$ cat config.mk
export PLATFORM = sky130hd
export DESIGN_NAME = correlator_top
export DESIGN_NICKNAME = d
export VERILOG_FILES = /design/src/axil_pkg.sv /design/src/gps_pkg.sv /design/src/carrier_nco.sv /design/src/code_track.sv /design/src/correlator_regs.sv /design/src/correlator_top.sv /design/src/subchannel.sv
export SDC_FILE = /design/constraint.sdc
export NUM_CORES = 1
export LEC_CHECK = 0
export ABC_AREA = 1
export BUFFER_PORTS_ARGS = -buffer_cell sky130_fd_sc_hd__buf_2
export CORE_MARGIN = 8
export CORE_UTILIZATION = 55
export CTS_BUF_LIST = sky130_fd_sc_hd__clkbuf_16
export DETAILED_ROUTE_END_ITERATION = 8
export PLACE_DENSITY = 0.81
export SETUP_SLACK_MARGIN = 0.15
export SLEW_MARGIN = 20
export SYNTH_ARGS = -nofsm -noshare
export SYNTH_HDL_FRONTEND = slang
export SYNTH_SLANG_ARGS = --single-unit
$ cat constraint.sdc
create_clock -name clk -period 3 [get_ports clk]
set_input_delay 0.3 -clock clk [delete_from_list [all_inputs] [get_ports clk]]
set_output_delay 0.3 -clock clk [all_outputs]
set_load 0.005 [all_outputs]
$ cat src/axil_pkg.sv
package axil_pkg;

   localparam int AXIL_ADDR_WIDTH = 8;
   localparam int AXIL_DATA_WIDTH = 32;
   localparam int AXIL_STRB_WIDTH = AXIL_DATA_WIDTH / 8;

   // Master to slave.
   typedef struct packed {
      logic                       aw_valid;
      logic [AXIL_ADDR_WIDTH-1:0] aw_addr;
      logic                       w_valid;
      logic [AXIL_DATA_WIDTH-1:0] w_data;
      logic [AXIL_STRB_WIDTH-1:0] w_strb;
      logic                       b_ready;
      logic                       ar_valid;
      logic [AXIL_ADDR_WIDTH-1:0] ar_addr;
      logic                       r_ready;
   } axil_req_t;

   // Slave to master.
   typedef struct packed {
      logic                       aw_ready;
      logic                       w_ready;
      logic                       b_valid;
      logic [1:0]                 b_resp;
      logic                       ar_ready;
      logic                       r_valid;
      logic [AXIL_DATA_WIDTH-1:0] r_data;
      logic [1:0]                 r_resp;
   } axil_rsp_t;

   // Register map.
   localparam logic [AXIL_ADDR_WIDTH-1:0] REG_CTRL    = 8'h00;
   localparam logic [AXIL_ADDR_WIDTH-1:0] REG_DOPPLER = 8'h04;
   localparam logic [AXIL_ADDR_WIDTH-1:0] REG_STATUS  = 8'h08;
   localparam logic [AXIL_ADDR_WIDTH-1:0] REG_ACC_I   = 8'h0C;
   localparam logic [AXIL_ADDR_WIDTH-1:0] REG_ACC_Q   = 8'h10;
   localparam logic [AXIL_ADDR_WIDTH-1:0] REG_ENERGY  = 8'h14;

   // Response codes.
   localparam logic [1:0] RESP_OKAY   = 2'b00;
   localparam logic [1:0] RESP_SLVERR = 2'b10;

endpackage

$ cat src/gps_pkg.sv
package gps_pkg;

   // Signal path widths.
   localparam int SAMPLE_WIDTH    = 3;
   localparam int DOPPLER_WIDTH   = 16;
   localparam int PHASE_WIDTH     = 24;
   localparam int LUT_INDEX_WIDTH = 4;
   localparam int CARRIER_WIDTH   = 3;
   localparam int MIX_WIDTH       = 6;
   localparam int ACC_WIDTH       = 24;

   // Phase step per sample for the front-end intermediate frequency.
   localparam logic [PHASE_WIDTH-1:0] F_IF_INC = 24'h3EF0A3;

   // Samples wait this long for the carrier to line up.
   localparam int DATA_DELAY = 4;

   // Carrier tables over one cycle, amplitude 3.
   localparam logic signed [CARRIER_WIDTH-1:0] COS_TABLE [0:15] = '{
      3'sd3,  3'sd3,  3'sd2,  3'sd1,
      3'sd0, -3'sd1, -3'sd2, -3'sd3,
     -3'sd3, -3'sd3, -3'sd2, -3'sd1,
      3'sd0,  3'sd1,  3'sd2,  3'sd3
   };

   localparam logic signed [CARRIER_WIDTH-1:0] SIN_TABLE [0:15] = '{
      3'sd0,  3'sd1,  3'sd2,  3'sd3,
      3'sd3,  3'sd3,  3'sd2,  3'sd1,
      3'sd0, -3'sd1, -3'sd2, -3'sd3,
     -3'sd3, -3'sd3, -3'sd2, -3'sd1
   };

   // One front-end item.
   typedef struct packed {
      logic                           valid;
      logic                           last;
      logic                           ca_bit;
      logic signed [SAMPLE_WIDTH-1:0] data;
   } sample_t;

   typedef struct packed {
      logic signed [ACC_WIDTH-1:0] acc_i;
      logic signed [ACC_WIDTH-1:0] acc_q;
   } acc_pair_t;

endpackage

$ cat src/carrier_nco.sv
`timescale 1ns/1ps

module carrier_nco
   import gps_pkg::*;
(
   input  logic                             clk,
   input  logic                             rst_n_i,
   input  logic                             clear_i,
   input  logic                             enable_i,
   input  logic signed [DOPPLER_WIDTH-1:0]  doppler_i,
   output logic signed [CARRIER_WIDTH-1:0]  cos_o,
   output logic signed [CARRIER_WIDTH-1:0]  sin_o
);

   logic [PHASE_WIDTH-1:0]     phase_q;
   logic [PHASE_WIDTH-1:0]     phase_inc;
   logic [LUT_INDEX_WIDTH-1:0] lut_index;

   // IF step plus the sign-extended Doppler offset.
   assign phase_inc = F_IF_INC
                    + {{(PHASE_WIDTH-DOPPLER_WIDTH){doppler_i[DOPPLER_WIDTH-1]}}, doppler_i};

   // Top phase bits select the table entry.
   assign lut_index = phase_q[PHASE_WIDTH-1 -: LUT_INDEX_WIDTH];

   always_ff @(posedge clk) begin
      if (!rst_n_i || clear_i) begin
         phase_q <= '0;
      end else if (enable_i) begin
         phase_q <= phase_q + phase_inc;
      end
   end

   // The table is read from the phase before the update,
   // so the pair seen next cycle belongs to the enabled sample.
   always_ff @(posedge clk) begin
      cos_o <= COS_TABLE[lut_index];
      sin_o <= SIN_TABLE[lut_index];
   end

endmodule

$ cat src/code_track.sv
`timescale 1ns/1ps

module code_track
   import gps_pkg::*;
(
   input  logic                         clk,
   input  logic                         rst_n_i,
   input  logic                         clear_i,
   input  logic                         valid_i,
   input  logic                         ca_bit_i,
   input  logic signed [MIX_WIDTH-1:0]  baseband_i,
   output logic signed [ACC_WIDTH-1:0]  acc_o
);

   logic signed [MIX_WIDTH-1:0] wiped_q;
   logic                        wiped_valid_q;

   // Code wipe-off. A zero chip flips the sign.
   always_ff @(posedge clk) begin
      wiped_q <= ca_bit_i ? baseband_i : -baseband_i;
   end

   always_ff @(posedge clk) begin
      if (!rst_n_i || clear_i) begin
         wiped_valid_q <= 1'b0;
      end else begin
         wiped_valid_q <= valid_i;
      end
   end

   // Second cycle adds the wiped value into the sum.
   always_ff @(posedge clk) begin
      if (!rst_n_i || clear_i) begin
         acc_o <= '0;
      end else if (wiped_valid_q) begin
         acc_o <= acc_o + {{(ACC_WIDTH-MIX_WIDTH){wiped_q[MIX_WIDTH-1]}}, wiped_q};
      end
   end

endmodule

$ cat src/correlator_regs.sv
`timescale 1ns/1ps

module correlator_regs
   import gps_pkg::*;
   import axil_pkg::*;
(
   input  logic                             clk,
   input  logic                             rst_n_i,
   input  axil_req_t                        axil_req_i,
   output axil_rsp_t                        axil_rsp_o,
   input  acc_pair_t                        acc_i,
   input  logic                             acc_done_i,
   output logic signed [DOPPLER_WIDTH-1:0]  doppler_o,
   output logic                             clear_o
);

   logic aw_ready_q;
   logic b_valid_q;
   logic [1:0] b_resp_q;
   logic ar_ready_q;
   logic r_valid_q;
   logic [AXIL_DATA_WIDTH-1:0] r_data_q;
   logic [1:0] r_resp_q;
   logic wr_fire;
   logic rd_fire;
   logic [1:0] wr_resp;
   logic [1:0] rd_resp;
   logic [AXIL_DATA_WIDTH-1:0] rd_data;

   logic done_q;
   logic signed [ACC_WIDTH-1:0] snap_i_q;
   logic signed [ACC_WIDTH-1:0] snap_q_q;
   logic [ACC_WIDTH:0] energy_q;
   logic [ACC_WIDTH-1:0] mag_i;
   logic [ACC_WIDTH-1:0] mag_q;

   // Handshake completes while ready is up and the master still holds valid.
   assign wr_fire = aw_ready_q && axil_req_i.aw_valid && axil_req_i.w_valid;
   assign rd_fire = ar_ready_q && axil_req_i.ar_valid;

   always_ff @(posedge clk) begin
      if (!rst_n_i) begin
         aw_ready_q <= 1'b0;
         b_valid_q  <= 1'b0;
         b_resp_q   <= RESP_OKAY;
         ar_ready_q <= 1'b0;
         r_valid_q  <= 1'b0;
         r_resp_q   <= RESP_OKAY;
      end else begin
         aw_ready_q <= axil_req_i.aw_valid && axil_req_i.w_valid && !aw_ready_q && !b_valid_q;
         if (wr_fire) begin
            b_valid_q <= 1'b1;
            b_resp_q  <= wr_resp;
         end else if (axil_req_i.b_ready) begin
            b_valid_q <= 1'b0;
         end
         ar_ready_q <= axil_req_i.ar_valid && !ar_ready_q && !r_valid_q;
         if (rd_fire) begin
            r_valid_q <= 1'b1;
            r_resp_q  <= rd_resp;
         end else if (axil_req_i.r_ready) begin
            r_valid_q <= 1'b0;
         end
      end
   end

   // Read data is held until the master takes it.
   always_ff @(posedge clk) begin
      if (rd_fire) begin
         r_data_q <= rd_data;
      end
   end

   // Status and results are read-only, so writes there are dropped.
   always_comb begin
      case (axil_req_i.aw_addr)
         REG_CTRL, REG_DOPPLER, REG_STATUS,
         REG_ACC_I, REG_ACC_Q, REG_ENERGY: wr_resp = RESP_OKAY;
         default:                          wr_resp = RESP_SLVERR;
      endcase
   end

   always_comb begin
      rd_data = '0;
      rd_resp = RESP_OKAY;
      case (axil_req_i.ar_addr)
         REG_CTRL:    rd_data = '0;
         REG_DOPPLER: rd_data = {{(AXIL_DATA_WIDTH-DOPPLER_WIDTH){doppler_o[DOPPLER_WIDTH-1]}},
                                 doppler_o};
         REG_STATUS:  rd_data = {{(AXIL_DATA_WIDTH-1){1'b0}}, done_q};
         REG_ACC_I:   rd_data = {{(AXIL_DATA_WIDTH-ACC_WIDTH){snap_i_q[ACC_WIDTH-1]}}, snap_i_q};
         REG_ACC_Q:   rd_data = {{(AXIL_DATA_WIDTH-ACC_WIDTH){snap_q_q[ACC_WIDTH-1]}}, snap_q_q};
         REG_ENERGY:  rd_data = {{(AXIL_DATA_WIDTH-ACC_WIDTH-1){1'b0}}, energy_q};
         default:     rd_resp = RESP_SLVERR;
      endcase
   end

   // Self-clearing bit. The datapath sees it in the handshake cycle.
   assign clear_o = wr_fire && (axil_req_i.aw_addr == REG_CTRL)
                 && axil_req_i.w_strb[0] && axil_req_i.w_data[0];

   always_ff @(posedge clk) begin
      if (!rst_n_i) begin
         doppler_o <= '0;
      end else if (wr_fire && axil_req_i.aw_addr == REG_DOPPLER) begin
         if (axil_req_i.w_strb[0]) begin
            doppler_o[7:0] <= axil_req_i.w_data[7:0];
         end
         if (axil_req_i.w_strb[1]) begin
            doppler_o[15:8] <= axil_req_i.w_data[15:8];
         end
      end
   end

   // Magnitudes as unsigned, so the most negative sum still fits.
   assign mag_i = acc_i.acc_i[ACC_WIDTH-1] ? -acc_i.acc_i : acc_i.acc_i;
   assign mag_q = acc_i.acc_q[ACC_WIDTH-1] ? -acc_i.acc_q : acc_i.acc_q;

   always_ff @(posedge clk) begin
      if (!rst_n_i) begin
         done_q   <= 1'b0;
         snap_i_q <= '0;
         snap_q_q <= '0;
         energy_q <= '0;
      end else begin
         if (clear_o) begin
            done_q <= 1'b0;
         end
         if (acc_done_i) begin
            done_q   <= 1'b1;
            snap_i_q <= acc_i.acc_i;
            snap_q_q <= acc_i.acc_q;
            energy_q <= mag_i + mag_q;
         end
      end
   end

   always_comb begin
      axil_rsp_o.aw_ready = aw_ready_q;
      axil_rsp_o.w_ready  = aw_ready_q;
      axil_rsp_o.b_valid  = b_valid_q;
      axil_rsp_o.b_resp   = b_resp_q;
      axil_rsp_o.ar_ready = ar_ready_q;
      axil_rsp_o.r_valid  = r_valid_q;
      axil_rsp_o.r_data   = r_data_q;
      axil_rsp_o.r_resp   = r_resp_q;
   end

endmodule

$ cat src/correlator_top.sv
`timescale 1ns/1ps

module correlator_top
   import gps_pkg::*;
   import axil_pkg::*;
(
   input  logic      clk,
   input  logic      rst_n_i,
   input  axil_req_t axil_req_i,
   output axil_rsp_t axil_rsp_o,
   input  sample_t   sample_i
);

   logic signed [DOPPLER_WIDTH-1:0] doppler;
   logic                            clear;
   acc_pair_t                       acc;
   logic                            acc_done;

   // Host registers and result snapshot.
   correlator_regs u_regs (
      .clk        (clk),
      .rst_n_i    (rst_n_i),
      .axil_req_i (axil_req_i),
      .axil_rsp_o (axil_rsp_o),
      .acc_i      (acc),
      .acc_done_i (acc_done),
      .doppler_o  (doppler),
      .clear_o    (clear)
   );

   subchannel u_subchannel (
      .clk        (clk),
      .rst_n_i    (rst_n_i),
      .clear_i    (clear),
      .sample_i   (sample_i),
      .doppler_i  (doppler),
      .acc_o      (acc),
      .acc_done_o (acc_done)
   );

endmodule

$ cat src/subchannel.sv
`timescale 1ns/1ps

module subchannel
   import gps_pkg::*;
(
   input  logic                             clk,
   input  logic                             rst_n_i,
   input  logic                             clear_i,
   input  sample_t                          sample_i,
   input  logic signed [DOPPLER_WIDTH-1:0]  doppler_i,
   output acc_pair_t                        acc_o,
   output logic                             acc_done_o
);

   logic [DATA_DELAY-1:0]          valid_pipe;
   logic [DATA_DELAY-1:0]          ca_pipe;
   logic signed [SAMPLE_WIDTH-1:0] data_pipe [DATA_DELAY];
   logic [DATA_DELAY+2:0]          done_pipe;

   logic signed [CARRIER_WIDTH-1:0] carrier_cos;
   logic signed [CARRIER_WIDTH-1:0] carrier_sin;
   logic signed [MIX_WIDTH-1:0]     mix_i;
   logic signed [MIX_WIDTH-1:0]     mix_q;

   logic signed [MIX_WIDTH-1:0] prod_i_q;
   logic signed [MIX_WIDTH-1:0] prod_q_q;
   logic                        prod_ca_q;
   logic                        prod_valid_q;

   // Valid goes through the same delay as the data.
   always_ff @(posedge clk) begin
      if (!rst_n_i) begin
         valid_pipe <= '0;
         done_pipe  <= '0;
      end else begin
         valid_pipe <= {valid_pipe[DATA_DELAY-2:0], sample_i.valid};
         done_pipe  <= {done_pipe[DATA_DELAY+1:0], sample_i.valid && sample_i.last};
      end
   end

   always_ff @(posedge clk) begin
      ca_pipe      <= {ca_pipe[DATA_DELAY-2:0], sample_i.ca_bit};
      data_pipe[0] <= sample_i.data;
      for (int s = 1; s < DATA_DELAY; s++) begin
         data_pipe[s] <= data_pipe[s-1];
      end
   end

   // NCO steps one stage ahead so its output meets the delayed sample.
   carrier_nco u_carrier_nco (
      .clk       (clk),
      .rst_n_i   (rst_n_i),
      .clear_i   (clear_i),
      .enable_i  (valid_pipe[DATA_DELAY-2]),
      .doppler_i (doppler_i),
      .cos_o     (carrier_cos),
      .sin_o     (carrier_sin)
   );

   // Carrier wipe-off.
   assign mix_i = data_pipe[DATA_DELAY-1] * carrier_cos;
   assign mix_q = data_pipe[DATA_DELAY-1] * carrier_sin;

   // Register the products before the track arms.
   always_ff @(posedge clk) begin
      prod_i_q  <= mix_i;
      prod_q_q  <= mix_q;
      prod_ca_q <= ca_pipe[DATA_DELAY-1];
   end

   always_ff @(posedge clk) begin
      if (!rst_n_i || clear_i) begin
         prod_valid_q <= 1'b0;
      end else begin
         prod_valid_q <= valid_pipe[DATA_DELAY-1];
      end
   end

   code_track track_i (
      .clk        (clk),
      .rst_n_i    (rst_n_i),
      .clear_i    (clear_i),
      .valid_i    (prod_valid_q),
      .ca_bit_i   (prod_ca_q),
      .baseband_i (prod_i_q),
      .acc_o      (acc_o.acc_i)
   );

   code_track track_q (
      .clk        (clk),
      .rst_n_i    (rst_n_i),
      .clear_i    (clear_i),
      .valid_i    (prod_valid_q),
      .ca_bit_i   (prod_ca_q),
      .baseband_i (prod_q_q),
      .acc_o      (acc_o.acc_q)
   );

   // Feed complete lands as the last sum settles.
   assign acc_done_o = done_pipe[DATA_DELAY+2];

endmodule

Word-level counts from Yosys, hierarchy flattened
Memories as Yosys holds them, arrays and structs flattened. A register that Yosys moved wholly into a read port is not among the register bits.
Index checks and enable logic that the tools add are counted.
- bits of input ports: 65
- logic and storage cells: 92
- bits in latches: 0
- flip-flop bits (word level): 244
- memories kept: 3
- memory bits (read-only): 96
- bits in writable memories: 12
- memory list (name ; words ; width ; read ports ; clocked after memory_dff ; write ports ; RTL line ; RTL):
    (no name shown) ; 16 ; 3 ; 1 ; 1 ; 0 ; carrier_nco.sv:37 ; cos_o <= COS_TABLE[lut_index];
    (no name shown) ; 16 ; 3 ; 1 ; 1 ; 0 ; carrier_nco.sv:38 ; sin_o <= SIN_TABLE[lut_index];
    u_subchannel.data_pipe ; 4 ; 3 ; 4 ; 0 ; 4 ; subchannel.sv:17 ; logic signed [SAMPLE_WIDTH-1:0] data_pipe [DATA_DELAY];
- reductions and logical operators: 28
- bitwise operators: 1
- $mul: 2
- shift-type cells: 0
- add/sub/neg operators: 9
- multiplexer cells: 13
- divide/modulo/power cells: 0
- equal/unequal tests: 10
- $lt $le $gt $ge: 0
- operator list (kind ; number):
    one-hot mux 32 bit (5 select lines) ; 1
    adder 24 bit ; 3
    2-to-1 mux 24 bit ; 2
    negation 24 bit ; 2
    equality test 8 x 4 -> 1 bit (second input constant) ; 4
    equality test 8 x 5 -> 1 bit (second input constant) ; 4
    adder 24 x 24 -> 25 bit ; 1
    adder 23 x 16 -> 24 bit (first input constant) ; 1
    equality test 8 x 3 -> 1 bit (second input constant) ; 2
    zero test 8 bit ; 2
    logical AND 1 bit ; 13
    multiplier 3 x 3 -> 6 bit ; 2
    2-to-1 mux 6 bit ; 2
    negation 6 bit ; 2
    OR reduction 6 bit ; 2
    2-to-1 mux 1 bit ; 6
    nonzero test 2 bit ; 3
    zero test 1 bit ; 5
    NOT 4 -> 5 bit ; 1
    2-to-1 mux 2 bit ; 2
    AND reduction 2 bit ; 2
    logical OR 1 bit ; 1

Logic depth before layout (Yosys ltp)
- depth after elaboration: 7
- mapped depth: 21
- mapped depth without buffers: 21

By module
From an unflattened synthesis, not the netlist that was laid out.
- cells, all modules: 2895
- area, all modules: 18570.3 um^2
- by module, submodules not included (module ; cells an instance ; area each (um^2) ; times used):
    correlator_regs ; 1187 ; 7961.4 ; 1
    code_track ; 510 ; 2942.8 ; 2
    carrier_nco ; 539 ; 3253.1 ; 1
    subchannel ; 149 ; 1470.2 ; 1

Least setup slack after synthesis
No wires, ideal clock.
- path kind: reg2reg
- start: register u_subchannel.track_i.acc_o[1]
- end: register u_regs.energy_q[23]
- buffers on the path: 0
- arrival time: 2353 ps
- setup time: 109 ps
- slack: 538 ps
- stages on the path, launching flop included: 21
- data required time: 2891 ps
- cells stage by stage: dfxtp_1 -> inv_1 -> ha_1 -> nand2_1 -> nor3_2 -> nand2_1 -> nand2_2 -> nand2_2 -> a21oi_2 -> xor2_1 -> ha_1 -> nand2_1 -> inv_1 -> nand2_1 -> nand2_1 -> a21oi_1 -> nand3_1 -> nand2_1 -> nand3_1 -> nand2_1 -> inv_1
- longest elaborated chain between the ends: 3
- RTL lines (element ; RTL line ; RTL):
    start: declaration ; code_track.sv:12 ; output logic signed [ACC_WIDTH-1:0] acc_o
    start signal: assignment ; code_track.sv:36 ; acc_o <= acc_o + {{(ACC_WIDTH-MIX_WIDTH){wiped_q[MIX_WIDTH-1]}}, wiped_q};
    negation 24 bit ; correlator_regs.sv:116 ; assign mag_i = acc_i.acc_i[ACC_WIDTH-1] ? -acc_i.acc_i : acc_i.acc_i;
    2-to-1 mux 24 bit * ; correlator_regs.sv:116 ;
    adder 24 x 24 -> 25 bit * ; correlator_regs.sv:133 ; energy_q <= mag_i + mag_q;
    end signal: assignment ; correlator_regs.sv:133 ;
    end: declaration ; correlator_regs.sv:33 ; logic [ACC_WIDTH:0] energy_q;
Every way passes the cells marked *; elsewhere a longest branch is shown, timed or not.
A chain may end at the register's enable or synchronous reset.

Worst setup path after layout
- start: register u_subchannel.track_q.acc_o[1]
- end: register u_regs.energy_q[24]
- longest elaborated chain between the ends: 3
- RTL lines (element ; RTL line ; RTL):
    start: declaration ; code_track.sv:12 ;
    start signal: assignment ; code_track.sv:36 ;
    negation 24 bit ; correlator_regs.sv:117 ; assign mag_q = acc_i.acc_q[ACC_WIDTH-1] ? -acc_i.acc_q : acc_i.acc_q;
    2-to-1 mux 24 bit * ; correlator_regs.sv:117 ;
    adder 24 x 24 -> 25 bit * ; correlator_regs.sv:133 ;
Marked as above.

==> results.sh <==
export IMPL_clk_pin_slew_ns=0.06
export IMPL_insertion_delay_ns=0.58
export IMPL_grt_overflow_total=0
export IMPL_timing_hold_worst_start="axil_req_i[22]"
export IMPL_grt_start_max_net_pins=108
export IMPL_placement_rows=66
export IMPL_routed_wl_um=53600
export IMPL_arrival_time_reported_for_the_critical_path_endpoint_ns=3.41
export IMPL_routabilityCongestion=0.951
export IMPL_timing_critical_path_from="u_subchannel.track_q.acc_o[1]"
export IMPL_timing_clock_skew_ns=0.0116
export IMPL_setup_reg_to_reg_worst_slack_ns=0.04
export IMPL_post_dr_wirelength_cell_um=15.8
export IMPL_synth_area_per_inst_um2=6.40
export IMPL_worst_pin_slew_ns=1.06
export IMPL_drt_first_iter_violations=1467
export IMPL_synth_top_cells_by_count="775 x nand2_1, 568 x inv_1, 242 x nor2_1"
export IMPL_root_buffer="clkbuf_16"
export IMPL_post_route_min_period_ns=2.96
export IMPL_r2r_cells=13
export IMPL_async_flop_share_pct=0
export IMPL_final_cells=3388
export IMPL_critPathMaxFanout=6
export IMPL_setup_repair_after_global_routing_missed_its_margin="true"
export IMPL_grt_use_total_pct=26.3
export IMPL_synth_cells=2812
export IMPL_yosysTopAreaCell="dfxtp_1"
export IMPL_synth_most_common_cell="nand2_1"
export IMPL_run_status="finished clean"
export IMPL_start_kind="flip-flop"
export IMPL_cts_path_max_buffers=3
export IMPL_fp_dieArea_mm2=0.0388
export IMPL_synthesis_area_mm2=0.0180
export IMPL_drtAntennaViolNets=0
export IMPL_cap_viol_max_count=0
export IMPL_vias_per_cell=5.27
export IMPL_hold_path_class="input pin to flip-flop"
export IMPL_worstSetupEndpointType="flip-flop"
export IMPL_synth_ff_latch_count=254
export IMPL_cts_num_sinks=254
export IMPL_synth_top_cell_area_share_pct=25.4
export IMPL_port_buffers=85
export IMPL_number_of_synthesized_flops_with_an_enable_pin=26
export IMPL_synthTopCellsByArea="dfxtp_1 25%, nand2_1 16%, inv_1 12%"
export IMPL_crit_type="flip-flop to flip-flop"
export IMPL_worst_slew_margin_rel_pct=29.5
export IMPL_firstDrtPassIters=5
export IMPL_num_nets_final=3134
export IMPL_pwr_density_cell_mw_per_mm2=419
export IMPL_place_hpwl_um=40600
export IMPL_number_of_antenna_violations_at_the_first_check_in_global_routing=0
export IMPL_cts_buffers=29
export IMPL_postLayoutCoreUtil_pct=64.5
export IMPL_tritoncts="built"
export IMPL_dp_cells=3298
export IMPL_r2r_end="u_regs.energy_q[24]"
export IMPL_post_layout_total_power_mw=8.75
export IMPL_die_width_um=197
export IMPL_irDropWorstVdd_mv=0.469
export IMPL_power_leakage_nw=11.2
export IMPL_post_route_drc_count=0
export IMPL_route_vias_total=17800
export IMPL_min_path_cells=3
export IMPL_grt_pass1_wl_um=83100
export IMPL_finalHoldViolations=0
export IMPL_critical_path_required_ns=3.45
export IMPL_worstHoldEndpoint="u_regs.doppler_o[7]"
export IMPL_timing_max_transition_violations_final=0
export IMPL_vias_in_the_first_global_route=16900
export IMPL_drive_gt1_share_pct=13.4
export IMPL_yosysSeqAreaShare_pct=29.7
export IMPL_synthFlopType="dfxtp_1"
export IMPL_synth_warning_count=0
export IMPL_synth_cell_types=47
export IMPL_r2r_start="u_subchannel.track_q.acc_o[1]"
export IMPL_start_util_pct=55.6
export IMPL_die_height_um=197
export IMPL_design_portCount=106
export IMPL_final_period_utilization_pct=98.6
export IMPL_design_core_area_mm2=0.0324
export IMPL_cts_max_level=1
export IMPL_max_clock_freq_mhz=338
export IMPL_report_final_setup_viol=0
export IMPL_n_antenna_cell=0
export IMPL_areaGrowthSynthToFinish_pct=16.0
## power breakdown
part           switching (mW)  total [mW]  internal, mW
logic                    1.04        1.63         0.586
clock network            1.51        3.45          1.94
registers               0.135        3.68          3.55
total                    2.69        8.75          6.07
## routing by layer
layer | wire (um) | vias to the layer above | track usage [%]
met3 | 3200 | 154 | 3.29
met1 | 21300 | 8146 | 30.8
met5 | 0 | - | 0
met2 | 26700 | 613 | 47.9
li1 | - | 8927 | -
met4 | 2330 | 0 | 10.4
## layout by cell type, fill, tap and decap left out, types with 5 or more instances in the layout
master / count
clkbuf_16: 29
nand3_2: 6
inv_1: 563
dfxtp_1: 217
nand2_4: 7
dlygate4sd3_1: 12
xnor2_1: 17
nand2_2: 34
clkinv_2: 9
or2_2: 6
ha_4: 13
nor2_4: 8
edfxtp_1: 26
a21oi_2: 21
nor2_1: 216
nand3b_1: 6
fa_1: 12
ha_1: 117
buf_2: 85
nand4_1: 27
a21o_1: 5
o21ai_0: 131
inv_2: 14
o21ai_2: 13
xor2_1: 55
dfxtp_2: 9
buf_4: 56
o21ai_1: 20
a21oi_1: 189
xor2_2: 18
nand3_1: 149
nand2_1: 739
nor2_2: 24
o2111ai_1: 10
nor3_2: 7
nor3_1: 15
## state kept, by name, indices dropped and copies added, names as in the netlist, 16 cells and up
register and cells:
u_regs.r_data_q 26, u_regs.energy_q 25, u_regs.snap_i_q 24, u_regs.snap_q_q 24, u_subchannel.track_i.acc_o 24, u_subchannel.track_q.acc_o 24, u_subchannel.u_carrier_nco.phase_q 24, u_regs.doppler_o 16
## area by class of cell
type                            count  area, um2
Sequential cell                   254       5360
Fill cell                        2922      11500
Tap cell                          442        553
Clock buffer                       29        726
Multi-Input combinational cell   1906      10900
Clock inverter                     24        185
Timing Repair Buffer              156       1020
Inverter                          577       2180
## what timing repair did
item	CTS	global route
hold endpoints to repair	11	0
buffers inserted	3	22
resized for setup	12	183
pin swaps	5	56
hold buffers	12	0
endpoints found under the setup margin	10	17
## logic make-up after synthesis
logic type	Yosys count	synth area share [%]
and+or+nand+nor	1263	28.8
buffers and inverters	653	14.3
AOI/OAI and AO/OA	402	12.0
DFF	254	29.7
adders and majority gates	145	10.6
xor gates and xnor gates	94	4.57
other	1	0.0208
## worst max-delay path by stage
stage | end | slack [ns] | cells past startpoint
floorplan | u_regs.energy_q[23] | 0.54 | 20
global placement | u_regs.energy_q[20] | 0.1 | 19
detailed placement | u_regs.energy_q[20] | 0.04 | 18
CTS | u_regs.energy_q[20] | 0.14 | 18
global route | u_regs.energy_q[16] | -0.07 | 15
finish | u_regs.energy_q[24] | 0.04 | 13
## critical path: stages, from the launching register on
cell and delay [ns]:
dfxtp_2 0.34, inv_4 0.09, buf_4 0.13, nand3_2 0.10, nor3_4 0.19, buf_6 0.16
nand3_2 0.13, buf_4 0.17, nor4_1 0.49, ha_1 0.39, inv_1 0.15, nor3_1 0.08
nor4_1 0.29, a21oi_1 0.12
## stage by stage
| step | setup slack, ns | cell area, um2 | hold slack, ns | TNS (ns) |
|---|---|---|---|---|
| 6_report | 0.0415 | 20900 | 0.0158 | 0 |
| 5_1_grt | -0.0730 | 20900 | 0.0177 | -0.0730 |
| 3_5_place_dp | 0.0363 | 18900 | 0.313 | 0 |
| 2_1_floorplan | 0.538 | 18000 | 0.310 | 0 |
| 4_1_cts | 0.144 | 19900 | 0.00435 | 0 |
| 3_3_place_gp | 0.0983 | 18900 | 0.310 | 0 |
No activity file was read; power rests on OpenSTA's default activity.
